--- src/rtl/u1e_bus_pkg.sv ---
////////////////////
// control bus definitions: widths, slave select codes,
// misc register offsets and the compatibility number
////////////////////

package u1e_bus_pkg;

   ////////////////////
   // bus geometry

   parameter int DW = 16;        // data width
   parameter int AW = 11;        // byte address width
   parameter int DECODE_W = 4;   // select field, top address bits

   ////////////////////
   // slave select codes

   parameter logic [DECODE_W-1:0] SLV_MISC     = 4'd0;
   parameter logic [DECODE_W-1:0] SLV_READBACK = 4'd7;
   parameter logic [DECODE_W-1:0] SLV_SETTINGS = 4'd8;  // 8 and 9, low bit ignored

   ////////////////////
   // slave 0 byte offsets

   parameter logic [6:0] REG_LEDS        = 7'd0;   // rw
   parameter logic [6:0] REG_CGEN_CTRL   = 7'd4;   // rw
   parameter logic [6:0] REG_CGEN_ST     = 7'd6;   // ro
   parameter logic [6:0] REG_TEST        = 7'd8;   // rw
   parameter logic [6:0] REG_RX_FRAMELEN = 7'd10;  // ro
   parameter logic [6:0] REG_TX_FRAMELEN = 7'd12;  // rw
   parameter logic [6:0] REG_XFER_RATE   = 7'd14;  // rw
   parameter logic [6:0] REG_COMPAT      = 7'd16;  // ro

   // bump when the register map changes
   parameter logic [7:0] COMPAT_NUM = 8'd5;

   parameter logic [DW-1:0] READ_FILL = 16'hBEEF;  // undecoded offsets

endpackage

--- src/rtl/u1e_settings_pkg.sv ---
////////////////////
// settings bus definitions: addresses, widths
// and the two views of a 64-bit VITA time word
////////////////////

package u1e_settings_pkg;

   ////////////////////
   // settings bus geometry

   parameter int SET_AW = 8;
   parameter int SET_DW = 32;

   ////////////////////
   // setting addresses

   // +0 pending seconds, +1 ticks and commit
   parameter logic [SET_AW-1:0] SR_TIME64     = 8'd42;
   parameter logic [SET_AW-1:0] SR_REG_TEST32 = 8'd60;  // survives reset

   ////////////////////
   // vita time

   // counter view
   typedef struct packed {
      logic [31:0] secs;   // upper word
      logic [31:0] ticks;  // lower word
   } vita_time_t;

   // word[1] holds seconds, word[0] holds ticks
   typedef union packed {
      vita_time_t       t;
      logic [1:0][31:0] word;
   } vita_time_u;

endpackage

--- src/rtl/misc_ctrl_regs.sv ---
////////////////////
// slave 0 register bank: leds, clock generator
// control and status, test and transfer-rate words
////////////////////

`timescale 1ns/10ps

module misc_ctrl_regs
   (input  logic                       wb_clk,
    input  logic                       wb_rst,
    input  logic                       stb_i,
    input  logic                       we_i,
    input  logic [6:0]                 adr_i,
    input  logic [u1e_bus_pkg::DW-1:0] dat_i,
    input  logic                       cgen_st_status_i,
    input  logic                       cgen_st_ld_i,
    input  logic                       cgen_st_refmon_i,
    input  logic [15:0]                rx_frame_len_i,
    output logic [u1e_bus_pkg::DW-1:0] dat_o,
    output logic [3:0]                 debug_led_o,
    output logic                       cgen_sync_b_o,
    output logic                       cgen_ref_sel_o,
    output logic [15:0]                tx_frame_len_o,
    output logic [7:0]                 test_rate_o,
    output logic [3:0]                 test_ctrl_o);

   import u1e_bus_pkg::*;

   logic [DW-1:0] reg_leds, reg_cgen_ctrl, reg_test, reg_tx_framelen, reg_xfer_rate;

   ////////////////////
   // writes

   always_ff @(posedge wb_clk)
   begin
      if (wb_rst)
      begin
         reg_leds        <= '0;
         reg_cgen_ctrl   <= 16'd3;   // sync_b and ref_sel high
         reg_test        <= '0;
         reg_tx_framelen <= '0;
         reg_xfer_rate   <= '0;
      end
      else if (stb_i && we_i)
      begin
         case (adr_i)
            REG_LEDS:        reg_leds        <= dat_i;
            REG_CGEN_CTRL:   reg_cgen_ctrl   <= dat_i;
            REG_TEST:        reg_test        <= dat_i;
            REG_TX_FRAMELEN: reg_tx_framelen <= dat_i;
            REG_XFER_RATE:   reg_xfer_rate   <= dat_i;
            default:         ;               // read-only or unmapped
         endcase
      end
   end

   assign debug_led_o    = ~reg_leds[3:0];   // lamps are active low
   assign cgen_sync_b_o  = reg_cgen_ctrl[1];
   assign cgen_ref_sel_o = reg_cgen_ctrl[0];
   assign tx_frame_len_o = reg_tx_framelen;
   assign test_ctrl_o    = reg_xfer_rate[11:8];
   assign test_rate_o    = reg_xfer_rate[7:0];

   ////////////////////
   // reads

   always_comb
   begin
      case (adr_i)
         REG_LEDS:        dat_o = reg_leds;
         REG_CGEN_CTRL:   dat_o = reg_cgen_ctrl;
         REG_CGEN_ST:     dat_o = {{(DW-3){1'b0}}, cgen_st_status_i, cgen_st_ld_i,
                                   cgen_st_refmon_i};
         REG_TEST:        dat_o = reg_test;
         REG_RX_FRAMELEN: dat_o = rx_frame_len_i;
         REG_TX_FRAMELEN: dat_o = reg_tx_framelen;
         REG_XFER_RATE:   dat_o = reg_xfer_rate;
         REG_COMPAT:      dat_o = {{(DW-8){1'b0}}, COMPAT_NUM};
         default:         dat_o = READ_FILL;
      endcase
   end

endmodule

--- src/rtl/readback_mux_16le.sv ---
////////////////////
// slave 7: 32-bit readback words over a 16-bit
// bus, plus the test setting that survives reset
////////////////////

`timescale 1ns/10ps

module readback_mux_16le
   (input  logic                                wb_clk,
    input  logic                                set_stb_i,
    input  logic [u1e_settings_pkg::SET_AW-1:0] set_addr_i,
    input  logic [u1e_settings_pkg::SET_DW-1:0] set_data_i,
    input  logic [5:0]                          adr_i,
    input  u1e_settings_pkg::vita_time_u        vita_time_i,
    input  u1e_settings_pkg::vita_time_u        vita_time_pps_i,
    output logic [u1e_bus_pkg::DW-1:0]          dat_o);

   import u1e_settings_pkg::*;

   logic [SET_DW-1:0] test32;
   logic [31:0]       word;

   // software reads it back to tell whether the fpga was reloaded
   always_ff @(posedge wb_clk)
   begin
      if (set_stb_i && (set_addr_i == SR_REG_TEST32))
      begin
         test32 <= set_data_i;
      end
   end

   ////////////////////
   // word select

   always_comb
   begin
      case (adr_i[5:2])
         4'd0:    word = vita_time_i.word[1];       // seconds
         4'd1:    word = vita_time_i.word[0];       // ticks
         4'd2:    word = vita_time_pps_i.word[1];
         4'd3:    word = vita_time_pps_i.word[0];
         4'd4:    word = test32;
         default: word = '0;
      endcase
   end

   // little endian halves
   assign dat_o = adr_i[1] ? word[31:16] : word[15:0];

endmodule

--- src/rtl/settings_bus_16le.sv ---
////////////////////
// 16-bit settings port: the low half is held, the
// high half write issues a 32-bit setting strobe
////////////////////

`timescale 1ns/10ps

module settings_bus_16le
   (input  logic                                 wb_clk,
    input  logic                                 wb_rst,
    input  logic                                 stb_i,
    input  logic                                 we_i,
    input  logic [7:1]                           adr_i,   // byte address bits
    input  logic [u1e_bus_pkg::DW-1:0]           dat_i,
    output logic                                 set_stb_o,
    output logic [u1e_settings_pkg::SET_AW-1:0]  set_addr_o,
    output logic [u1e_settings_pkg::SET_DW-1:0]  set_data_o);

   import u1e_bus_pkg::*;
   import u1e_settings_pkg::*;

   logic [DW-1:0] low_half;
   logic          wr_low, wr_high;

   assign wr_low  = stb_i & we_i & ~adr_i[1];
   assign wr_high = stb_i & we_i & adr_i[1];

   // low half waits for its partner
   always_ff @(posedge wb_clk)
   begin
      if (wr_low)
      begin
         low_half <= dat_i;
      end
   end

   always_ff @(posedge wb_clk)
   begin
      if (wr_high)
      begin
         set_addr_o <= {{(SET_AW-6){1'b0}}, adr_i[7:2]};
         set_data_o <= {dat_i, low_half};
      end
   end

   // one-cycle strobe after the high half ack
   always_ff @(posedge wb_clk)
   begin
      if (wb_rst)
         set_stb_o <= 1'b0;
      else
         set_stb_o <= wr_high;
   end

endmodule

--- src/rtl/u1e_ctrl_top.sv ---
////////////////////
// control plane top: bus decode, misc registers,
// settings bus, timekeeper and readback mux
////////////////////

`timescale 1ns/10ps

module u1e_ctrl_top
  #(parameter logic [31:0] TICKS_PER_SEC = 32'd64000000)
   (input  logic                       wb_clk,
    input  logic                       wb_rst,
    input  logic [u1e_bus_pkg::AW-1:0] wb_adr_i,
    input  logic [u1e_bus_pkg::DW-1:0] wb_dat_i,
    input  logic                       wb_we_i,
    input  logic                       wb_cyc_i,
    input  logic                       wb_stb_i,
    output logic [u1e_bus_pkg::DW-1:0] wb_dat_o,
    output logic                       wb_ack_o,
    input  logic                       cgen_st_status_i,
    input  logic                       cgen_st_ld_i,
    input  logic                       cgen_st_refmon_i,
    input  logic [15:0]                rx_frame_len_i,
    input  logic                       pps_i,
    output logic [3:0]                 debug_led_o,
    output logic                       cgen_sync_b_o,
    output logic                       cgen_ref_sel_o,
    output logic [15:0]                tx_frame_len_o,
    output logic [7:0]                 test_rate_o,
    output logic [3:0]                 test_ctrl_o);

   import u1e_bus_pkg::*;
   import u1e_settings_pkg::*;

   logic              misc_stb, set_stb_bus;
   logic [DW-1:0]     misc_dat, rb_dat;

   logic              set_stb;
   logic [SET_AW-1:0] set_addr;
   logic [SET_DW-1:0] set_data;

   vita_time_u        vita_time, vita_time_pps;

   ////////////////////
   // bus decode

   wb_slave_decode u_decode
     (.wb_adr_i(wb_adr_i), .wb_cyc_i(wb_cyc_i), .wb_stb_i(wb_stb_i),
      .misc_dat_i(misc_dat), .rb_dat_i(rb_dat),
      .misc_stb_o(misc_stb), .rb_stb_o(),   // readback mux is purely combinational
      .set_stb_o(set_stb_bus), .wb_dat_o(wb_dat_o), .wb_ack_o(wb_ack_o));

   ////////////////////
   // slave 0

   misc_ctrl_regs u_misc
     (.wb_clk(wb_clk), .wb_rst(wb_rst),
      .stb_i(misc_stb), .we_i(wb_we_i), .adr_i(wb_adr_i[6:0]), .dat_i(wb_dat_i),
      .cgen_st_status_i(cgen_st_status_i), .cgen_st_ld_i(cgen_st_ld_i),
      .cgen_st_refmon_i(cgen_st_refmon_i), .rx_frame_len_i(rx_frame_len_i),
      .dat_o(misc_dat), .debug_led_o(debug_led_o),
      .cgen_sync_b_o(cgen_sync_b_o), .cgen_ref_sel_o(cgen_ref_sel_o),
      .tx_frame_len_o(tx_frame_len_o), .test_rate_o(test_rate_o),
      .test_ctrl_o(test_ctrl_o));

   ////////////////////
   // slaves 8 and 9

   settings_bus_16le u_settings
     (.wb_clk(wb_clk), .wb_rst(wb_rst),
      .stb_i(set_stb_bus), .we_i(wb_we_i), .adr_i(wb_adr_i[7:1]), .dat_i(wb_dat_i),
      .set_stb_o(set_stb), .set_addr_o(set_addr), .set_data_o(set_data));

   ////////////////////
   // timekeeping

   vita_time_64 #(.TICKS_PER_SEC(TICKS_PER_SEC)) u_time
     (.wb_clk(wb_clk), .wb_rst(wb_rst),
      .set_stb_i(set_stb), .set_addr_i(set_addr), .set_data_i(set_data),
      .pps_i(pps_i), .vita_time_o(vita_time), .vita_time_pps_o(vita_time_pps));

   ////////////////////
   // slave 7

   readback_mux_16le u_readback
     (.wb_clk(wb_clk),
      .set_stb_i(set_stb), .set_addr_i(set_addr), .set_data_i(set_data),
      .adr_i(wb_adr_i[5:0]), .vita_time_i(vita_time), .vita_time_pps_i(vita_time_pps),
      .dat_o(rb_dat));

endmodule

--- src/rtl/vita_time_64.sv ---
////////////////////
// 64-bit seconds/ticks timekeeper, loaded through
// settings, with time capture on a pps rising edge
////////////////////

`timescale 1ns/10ps

module vita_time_64
  #(parameter logic [31:0] TICKS_PER_SEC = 32'd64000000)
   (input  logic                                wb_clk,
    input  logic                                wb_rst,
    input  logic                                set_stb_i,
    input  logic [u1e_settings_pkg::SET_AW-1:0] set_addr_i,
    input  logic [u1e_settings_pkg::SET_DW-1:0] set_data_i,
    input  logic                                pps_i,
    output u1e_settings_pkg::vita_time_u        vita_time_o,
    output u1e_settings_pkg::vita_time_u        vita_time_pps_o);

   import u1e_settings_pkg::*;

   logic [31:0] secs_pending;
   logic        ld_secs, ld_commit;
   logic        pps_q, pps_d, pps_edge;
   vita_time_u  now;

   assign ld_secs   = set_stb_i && (set_addr_i == SR_TIME64);
   assign ld_commit = set_stb_i && (set_addr_i == SR_TIME64 + SET_AW'(1));

   always_ff @(posedge wb_clk)
   begin
      if (ld_secs)
      begin
         secs_pending <= set_data_i;
      end
   end

   ////////////////////
   // counter

   always_ff @(posedge wb_clk)
   begin
      if (wb_rst)
         now <= '0;
      else if (ld_commit)
      begin
         now.t.secs  <= secs_pending;   // both halves land together
         now.t.ticks <= set_data_i;
      end
      else if (now.t.ticks == TICKS_PER_SEC - 32'd1)
      begin
         now.t.ticks <= '0;
         now.t.secs  <= now.t.secs + 32'd1;
      end
      else
         now.t.ticks <= now.t.ticks + 32'd1;
   end

   ////////////////////
   // pps capture

   assign pps_edge = pps_q & ~pps_d;

   always_ff @(posedge wb_clk)
   begin
      if (wb_rst)
      begin
         pps_q           <= 1'b0;
         pps_d           <= 1'b0;
         vita_time_pps_o <= '0;
      end
      else
      begin
         pps_q <= pps_i;   // async input
         pps_d <= pps_q;
         if (pps_edge)
            vita_time_pps_o <= now;
      end
   end

   assign vita_time_o = now;

endmodule

--- src/rtl/wb_slave_decode.sv ---
////////////////////
// single master decode: slave strobes from the
// top address bits, one-cycle ack and read data mux
////////////////////

`timescale 1ns/10ps

module wb_slave_decode
   (input  logic [u1e_bus_pkg::AW-1:0] wb_adr_i,
    input  logic                       wb_cyc_i,
    input  logic                       wb_stb_i,
    input  logic [u1e_bus_pkg::DW-1:0] misc_dat_i,
    input  logic [u1e_bus_pkg::DW-1:0] rb_dat_i,
    output logic                       misc_stb_o,
    output logic                       rb_stb_o,
    output logic                       set_stb_o,
    output logic [u1e_bus_pkg::DW-1:0] wb_dat_o,
    output logic                       wb_ack_o);

   import u1e_bus_pkg::*;

   logic [DECODE_W-1:0] sel;
   logic                access;

   assign sel    = wb_adr_i[AW-1 -: DECODE_W];
   assign access = wb_cyc_i & wb_stb_i;

   assign misc_stb_o = access && (sel == SLV_MISC);
   assign rb_stb_o   = access && (sel == SLV_READBACK);

   // settings slave is double wide, select bit 0 becomes setting addr bit 5
   assign set_stb_o  = access && (sel[DECODE_W-1:1] == SLV_SETTINGS[DECODE_W-1:1]);

   // every mapped slave answers in the strobe cycle
   assign wb_ack_o = misc_stb_o | rb_stb_o | set_stb_o;

   ////////////////////
   // read data

   always_comb
   begin
      wb_dat_o = '0;   // settings reads return zero
      if (misc_stb_o)
      begin
         wb_dat_o = misc_dat_i;
      end
      else if (rb_stb_o)
      begin
         wb_dat_o = rb_dat_i;
      end
   end

endmodule

--- config.mk ---
export PLATFORM = sky130hd
export DESIGN_NAME = u1e_ctrl_top
export DESIGN_NICKNAME = d
export VERILOG_FILES = /design/src/rtl/u1e_bus_pkg.sv /design/src/rtl/u1e_settings_pkg.sv /design/src/rtl/misc_ctrl_regs.sv /design/src/rtl/readback_mux_16le.sv /design/src/rtl/settings_bus_16le.sv /design/src/rtl/u1e_ctrl_top.sv /design/src/rtl/vita_time_64.sv /design/src/rtl/wb_slave_decode.sv
export SDC_FILE = /design/constraint.sdc
export NUM_CORES = 1
export LEC_CHECK = 0
export ABC_AREA = 1
export BUFFER_PORTS_ARGS = -buffer_cell sky130_fd_sc_hd__buf_2
export CORE_MARGIN = 10
export CORE_UTILIZATION = 40
export DETAILED_ROUTE_END_ITERATION = 8
export PLACE_DENSITY = 0.65
export SLEW_MARGIN = 0
export SYNTH_ARGS = -nofsm -noshare
export SYNTH_HDL_FRONTEND = slang
export SYNTH_SLANG_ARGS = --single-unit
--- constraint.sdc ---
create_clock -name wb_clk -period 5.1 [get_ports wb_clk]
set_input_delay 0.51 -clock wb_clk [delete_from_list [all_inputs] [get_ports wb_clk]]
set_output_delay 0.51 -clock wb_clk [all_outputs]
set_load 0.005 [all_outputs]
# Word level (Yosys, flattened, before mapping)
# Cells that the tools add are included.
# totals
ff_bits,329
in_bits,52
out_inout_bits,51
elab_cells,69
# classes
add_sub_neg,2
n_eq_ne,17
mux,8
bitwise,10
reduce_logical,16
# op_table
operator,n
$pmux 32 s5,1
$pmux 16 s8,1
$add 32x1->32 const B,2
$mux 32,2
$mux 64,1
$mux 16,3
$eq 32x26->1 const B,1
$eq 7x4->1 const B,4
$eq 6x6->1 const B,3
$eq 7x3->1 const B,2
$reduce_and 2->1,5
$eq 4x2->1 const B,2
$eq 4x3->1 const B,2
$logic_not 4->1,2
$eq 7x5->1 const B,1
$logic_and 1x1->1,7
$logic_not 7->1,1
$and 1x1->1,5
$eq 4x1->1 const B,1
$not 4->4,1
$eq 3x3->1 const B,1
$not 1->1,2
$or 1x1->1,2
$reduce_bool 2->1,1

# Depth between registers and ports, before layout
# logic_depth
word_depth,5
mapped_depth,12
ltp_nobuf,11

# Modules after synthesis
# From an unflattened synthesis, not the netlist that was laid out.
# hier_totals
hier_cells,2269
area_unflattened_um2,16679.7
# by_module_without_submodules
module,instances,cells_each,area_each_um2,seq_area_each_um2
vita_time_64,1,1093,7689.9,3563.4
misc_ctrl_regs,1,604,4189.0,1601.5
readback_mux_16le,1,441,2742.6,960.9
settings_bus_16le,1,63,1687.9,1641.6
wb_slave_decode,1,68,370.4,0.0

# Least setup slack after synthesis
# OpenSTA, ideal clock, no wires.
# synth_timing
path_type,flip-flop to flip-flop
startpoint,reg u_settings.set_addr_o[2] (netlist bit)
endpoint,reg u_time.secs_pending[0] (enable)
setup_ps,501
t_arrival_ps,3717
slack_ps,882
path_stages_with_launch,4
n_path_buf,0
path_cell_list,edfxtp_1 nor3_1 inv_1 nor4_1
# synth_via
elab_chain_len,2
# synth_rtl
element,line_no,rtl
start: declaration,settings_bus_16le.sv:16,"output logic [u1e_settings_pkg::SET_AW-1:0] set_addr_o,"
start signal: assignment,settings_bus_16le.sv:41,"set_addr_o <= {{(SET_AW-6){1'b0}}, adr_i[7:2]};"
$eq 6x6->1,vita_time_64.sv:26,assign ld_secs = set_stb_i && (set_addr_i == SR_TIME64);
$logic_and 1x1->1,vita_time_64.sv:26,
named net u_time.ld_secs,vita_time_64.sv:22,"logic ld_secs, ld_commit;"
end signal: assignment,vita_time_64.sv:33,secs_pending <= set_data_i;
end: declaration,vita_time_64.sv:21,logic [31:0] secs_pending;
# The timed path passes the listed nets, and every way through them passes these cells.
# A chain may end at the register's enable or synchronous reset.

# Worst setup path after layout
# layout_timing
startpoint,in wb_adr_i[1] (netlist bit)
endpoint,out wb_dat_o[8] (netlist bit)
# layout_via
elab_chain_len,3
# layout_rtl
element,line_no,rtl
start: declaration,u1e_ctrl_top.sv:12,"input logic [u1e_bus_pkg::AW-1:0] wb_adr_i,"
"$eq 7x5->1, or another cell as far along",misc_ctrl_regs.sv:69,case (adr_i)
$pmux 16 s8 or $mux 16 (tied branches),"misc_ctrl_regs.sv:69, wb_slave_decode.sv:47",
$mux 16 (*),wb_slave_decode.sv:43,if (misc_stb_o)
end: declaration,u1e_ctrl_top.sv:17,"output logic [u1e_bus_pkg::DW-1:0] wb_dat_o,"
# Every way passes the cells marked *; elsewhere a longest branch is shown, timed or not.

==> results by stage <==
Run status:
- The run finished with clean final reports.

Synth:
- The synthesized netlist devotes 0.968% of its cell area to XOR and XNOR gates.
- The post-synthesis simple-gate area fraction is 27.8%.
- The complex-gate fraction of the synthesized area is 13.0%.
- The dominant cell type by area after synthesis is dfxtp_1.
- The share of flip-flops with an asynchronous set or reset after synthesis is 0%.
- After synthesis, the cell types taking the most area are dfxtp_1, edfxtp_1, nand2_1.
- The mapped netlist covers 0.0154 mm2.
- The average instance in the mapped netlist occupies 7.57 um2.
- The synthesized netlist net count is 2086.
- After synthesis, flip-flops and latches occupy 50.5% of the total area.
- The prevailing post-synth register cell is dfxtp_1.
- Of the total synthesized cell area, the portion taken by full adders, half adders and majority gates is 0.163%.
- The portion of netlist area occupied by mux cells is 0.0651%.
- The post-synthesis instance total is 2032.
- Counting flops with a built-in enable in the synthesized netlist gives 118.
- The register bit count reported by yosys is 329.
- The combinational family with the most area after synthesis is simple AND/OR/NAND/NOR gates.
- The number of distinct library cells after synthesis is 35.
- In the synthesized netlist, the cells that appear most often are nand2_1, nor2_1, dfxtp_1, a21oi_1, o21ai_0.
- Among all cell types in the netlist, the one instantiated most often is nand2_1.
- The Yosys step of the flow raised 0 warnings.
- The top cell type by area accounts for 27.5% of the synthesized area.

Routing:
- The detailed router placed 14300 vias in this run.
- The final routed wirelength across all metal layers is 58100 um.
- The post-detailed-route via-to-cell ratio is 5.46.
- The post-route antenna net violation count is 0.
- The pre-antenna-repair detailed-routing pass consisted of 6 iterations.
- The detailed router finished its first iteration with 1550 violations.
- The total DRC errors in the routed layout is 0.
- Dividing the detail-routed wire length by the instance count gives 22.1 um.

Worst hold path:
- The path category of the worst min-delay check is in -> reg.
- Counting instances, the worst hold path has a depth of 3.
- The startpoint identified for the worst hold timing path is pps_i.
- The end point of the worst hold path is u_time.pps_q.

Critical path:
- In this run the worst path has a maximum fanout of 21.
- The startpoint of the worst-slack reg-to-reg timing path is u_time.vita_time_o[19].
- Data on the critical path arrives at its endpoint at 2.94 ns.
- Setup slack on the worst reg-to-reg path comes out at 2.58 ns.
- The cell depth of the worst flop-to-flop path is 10.
- The worst setup path is of the in -> out kind.
- The startpoint kind of the worst setup timing path is an input port.
- The worst setup path is captured at a primary output.
- The destination of the worst register-to-register timing path is u_time.vita_time_o[12].
- The critical path required time is 4.59 ns.

Floorplan:
- The core region is 0.0378 mm2.
- The die outline area is 0.0467 mm2.
- Once the floorplan was initialized, standard cells occupied 40.7% of the core.
- The number of core rows is 71.
- Measured along the y axis, the die boundary spans 216 um.
- The die is 216 um wide.
- For this design the top-level I/O count stands at 103.

Timing:
- The number of endpoints with negative hold slack in the final report is 0.
- Setup repair after global routing left no endpoint under its margin.
- Based on the critical path, the design can be clocked at up to 290 MHz.
- The post-layout minimum cycle time is 3.45 ns.
- The total count of max-transition violations in the final report came to 0.
- For the final routed database, the setup TNS stands at 0 ns.
- The relative slew slack is 24.4%.
- The setup violation total in the final timing report is 0.
- The setup slack of the critical path after layout is 1.65 ns.
- The final worst-path cycle share is 67.7%.
- The transition at the pin with the smallest max-transition slack is 1.13 ns.
- The clock tree skew after final layout is 0.0130 ns.

Clocking:
- The number of levels the H-tree was split into is 2.
- The number of sinks on the clock net is 329.
- TritonCTS created 38 clock buffers.
- The post-cts hold buffer count is 0.
- Post-CTS repair changed the size of 0 cells.
- The CTS tree is done.
- The number of setup buffers added after CTS is 0.
- The insertion delay to the later sink of the worst-skew pair is 0.53 ns.
- The buffer depth of the longest clock path is 3.
- The buffer cell driving the clock tree root is clkbuf_16.
- Clock-pin slew was measured on the worst setup and hold paths at 0.06 ns.

Global routing:
- The via count of the first global-routing pass is 13700.
- The number of antenna violations at the first check in global routing is 5.
- The global router's overall resource usage is 24.0%.
- For this run the aggregate overflow at the end of global routing stands at 0.
- Entering global routing, the biggest net connects 108 pins.
- The wire length of the first global-routing pass is 85400 um.

Power and ir drop:
- In this run switching power makes up 22.2% of total power.
- VDD sags by at most 210 uV.
- The internal power of the cells is 0.00451 W.
- The leakage power figure is 6.49 nW.
- The share of total power dissipated in the clock network is 48.6%.
- Registers are responsible for 47.7% of the overall power.
- In this run the power density over the cells is 332 mW/mm2.
- The proportion of power drawn by combinational gates is 3.7%.
- The analysis attributes to net switching a power of 0.00129 W.

Cells and area:
- The fraction of layout instances using a drive strength above 1 is 10.3%.
- For this run, the post-layout net count is 2135.
- From synthesis to final layout, the design area changed by 13.4%.
- The core occupancy in the finished layout is 46.1%.

Placement:
- The sum of net half-perimeters after detailed placement is 42300 um.
- The post-placement worst setup slack is 1.68 ns.
- The routability congestion estimate is 1.04.
- Port buffering added 102 buffers.

Job:
- Max-cap violations in this run came to 0.
worst max-delay path, cell delays in order:
cell and delay (ns):
buf_2 0.25, nor2_1 0.19, nand2_1 0.15, nor2_2 0.59
inv_1 0.37, o21ai_0 0.40, a21oi_1 0.08, nand2_1 0.10
nand2_1 0.06, nand2_1 0.11, buf_2 0.12
logic make-up after synthesis:
| group | count (synthesis) |
|---|---|
| AOI/OAI and AO/OA | 394 |
| adders and majority gates | 2 |
| buffers and inverters | 273 |
| muxes | 1 |
| and+or+nand+nor | 1016 |
| xor gates and xnor gates | 17 |
| DFF | 329 |
stage by stage:
step           hold WS, ns  power [W]  cells  instance area [um2]
2_1_floorplan        0.400    0.00293   2032                15400
3_3_place_gp         0.403    0.00303   2552                16100
3_5_place_dp         0.405    0.00303   2552                16100
4_1_cts              0.185    0.00583   2621                17400
5_1_grt              0.191    0.00597   2621                17400
6_report             0.191    0.00580   2623                17400
power by group through the flow:
stage	logic, W	registers [W]	clock network [W]
final	0.000216	0.00276	0.00282
after global routing	0.000238	0.00277	0.00296
after CTS	0.000214	0.00276	0.00285
after detailed placement	0.000213	0.00282	0
after global placement	0.000211	0.00282	0
after floorplan	0.000121	0.00281	0
cells in the final DEF (no fill, tap or decap), types with 14 or more instances in the layout:
cell type,synthesis,final
nand2_1,571,570
edfxtp_1,118,118
o22ai_1,23,23
nand3_1,142,142
nor2_1,212,210
o21ai_0,169,169
buf_2,31,102
dfxtp_1,211,211
a21oi_1,194,194
buf_4,14,14
inv_1,159,158
and3_1,14,14
nand4_1,26,26
clkbuf_16,0,42
worst max-delay path by stage:
stage	start	endpoint	slack, ns	cells past startpoint
3_5_place_dp	wb_adr_i[1]	wb_dat_o[0]	1.68	11
5_1_grt	wb_adr_i[1]	wb_dat_o[0]	1.46	11
2_1_floorplan	u_settings.set_addr_o[2]	u_time.secs_pending[0]	0.88	3
4_1_cts	wb_adr_i[1]	wb_dat_o[0]	1.67	11
6_report	wb_adr_i[1]	wb_dat_o[8]	1.65	11
3_3_place_gp	wb_adr_i[1]	wb_dat_o[0]	1.66	11
sequential cells by signal, indices dropped and copies added (netlist names), 32 cells and up:
register                flops
u_time.vita_time_pps_o     64
u_readback.test32          32
u_time.secs_pending        32
u_time.vita_time_o         64
u_settings.set_data_o      32
cell type report:
class,instances,area (um2)
fill,3818,20400
sequential,329,7770
multi-input combinational,1430,6500
clock buffer,54,1140
tap,511,639
inverter,166,624
timing repair buffer,116,616
clock inverter,15,161
antenna,2,5.00
per-layer routing:
layer,global-route usage (%),part of all wire [%]
met5,0,0.067
met4,9.51,3.8
met3,3.96,8.3
met2,39.8,47
met1,30.8,41
No activity file was read; power rests on OpenSTA's default activity.
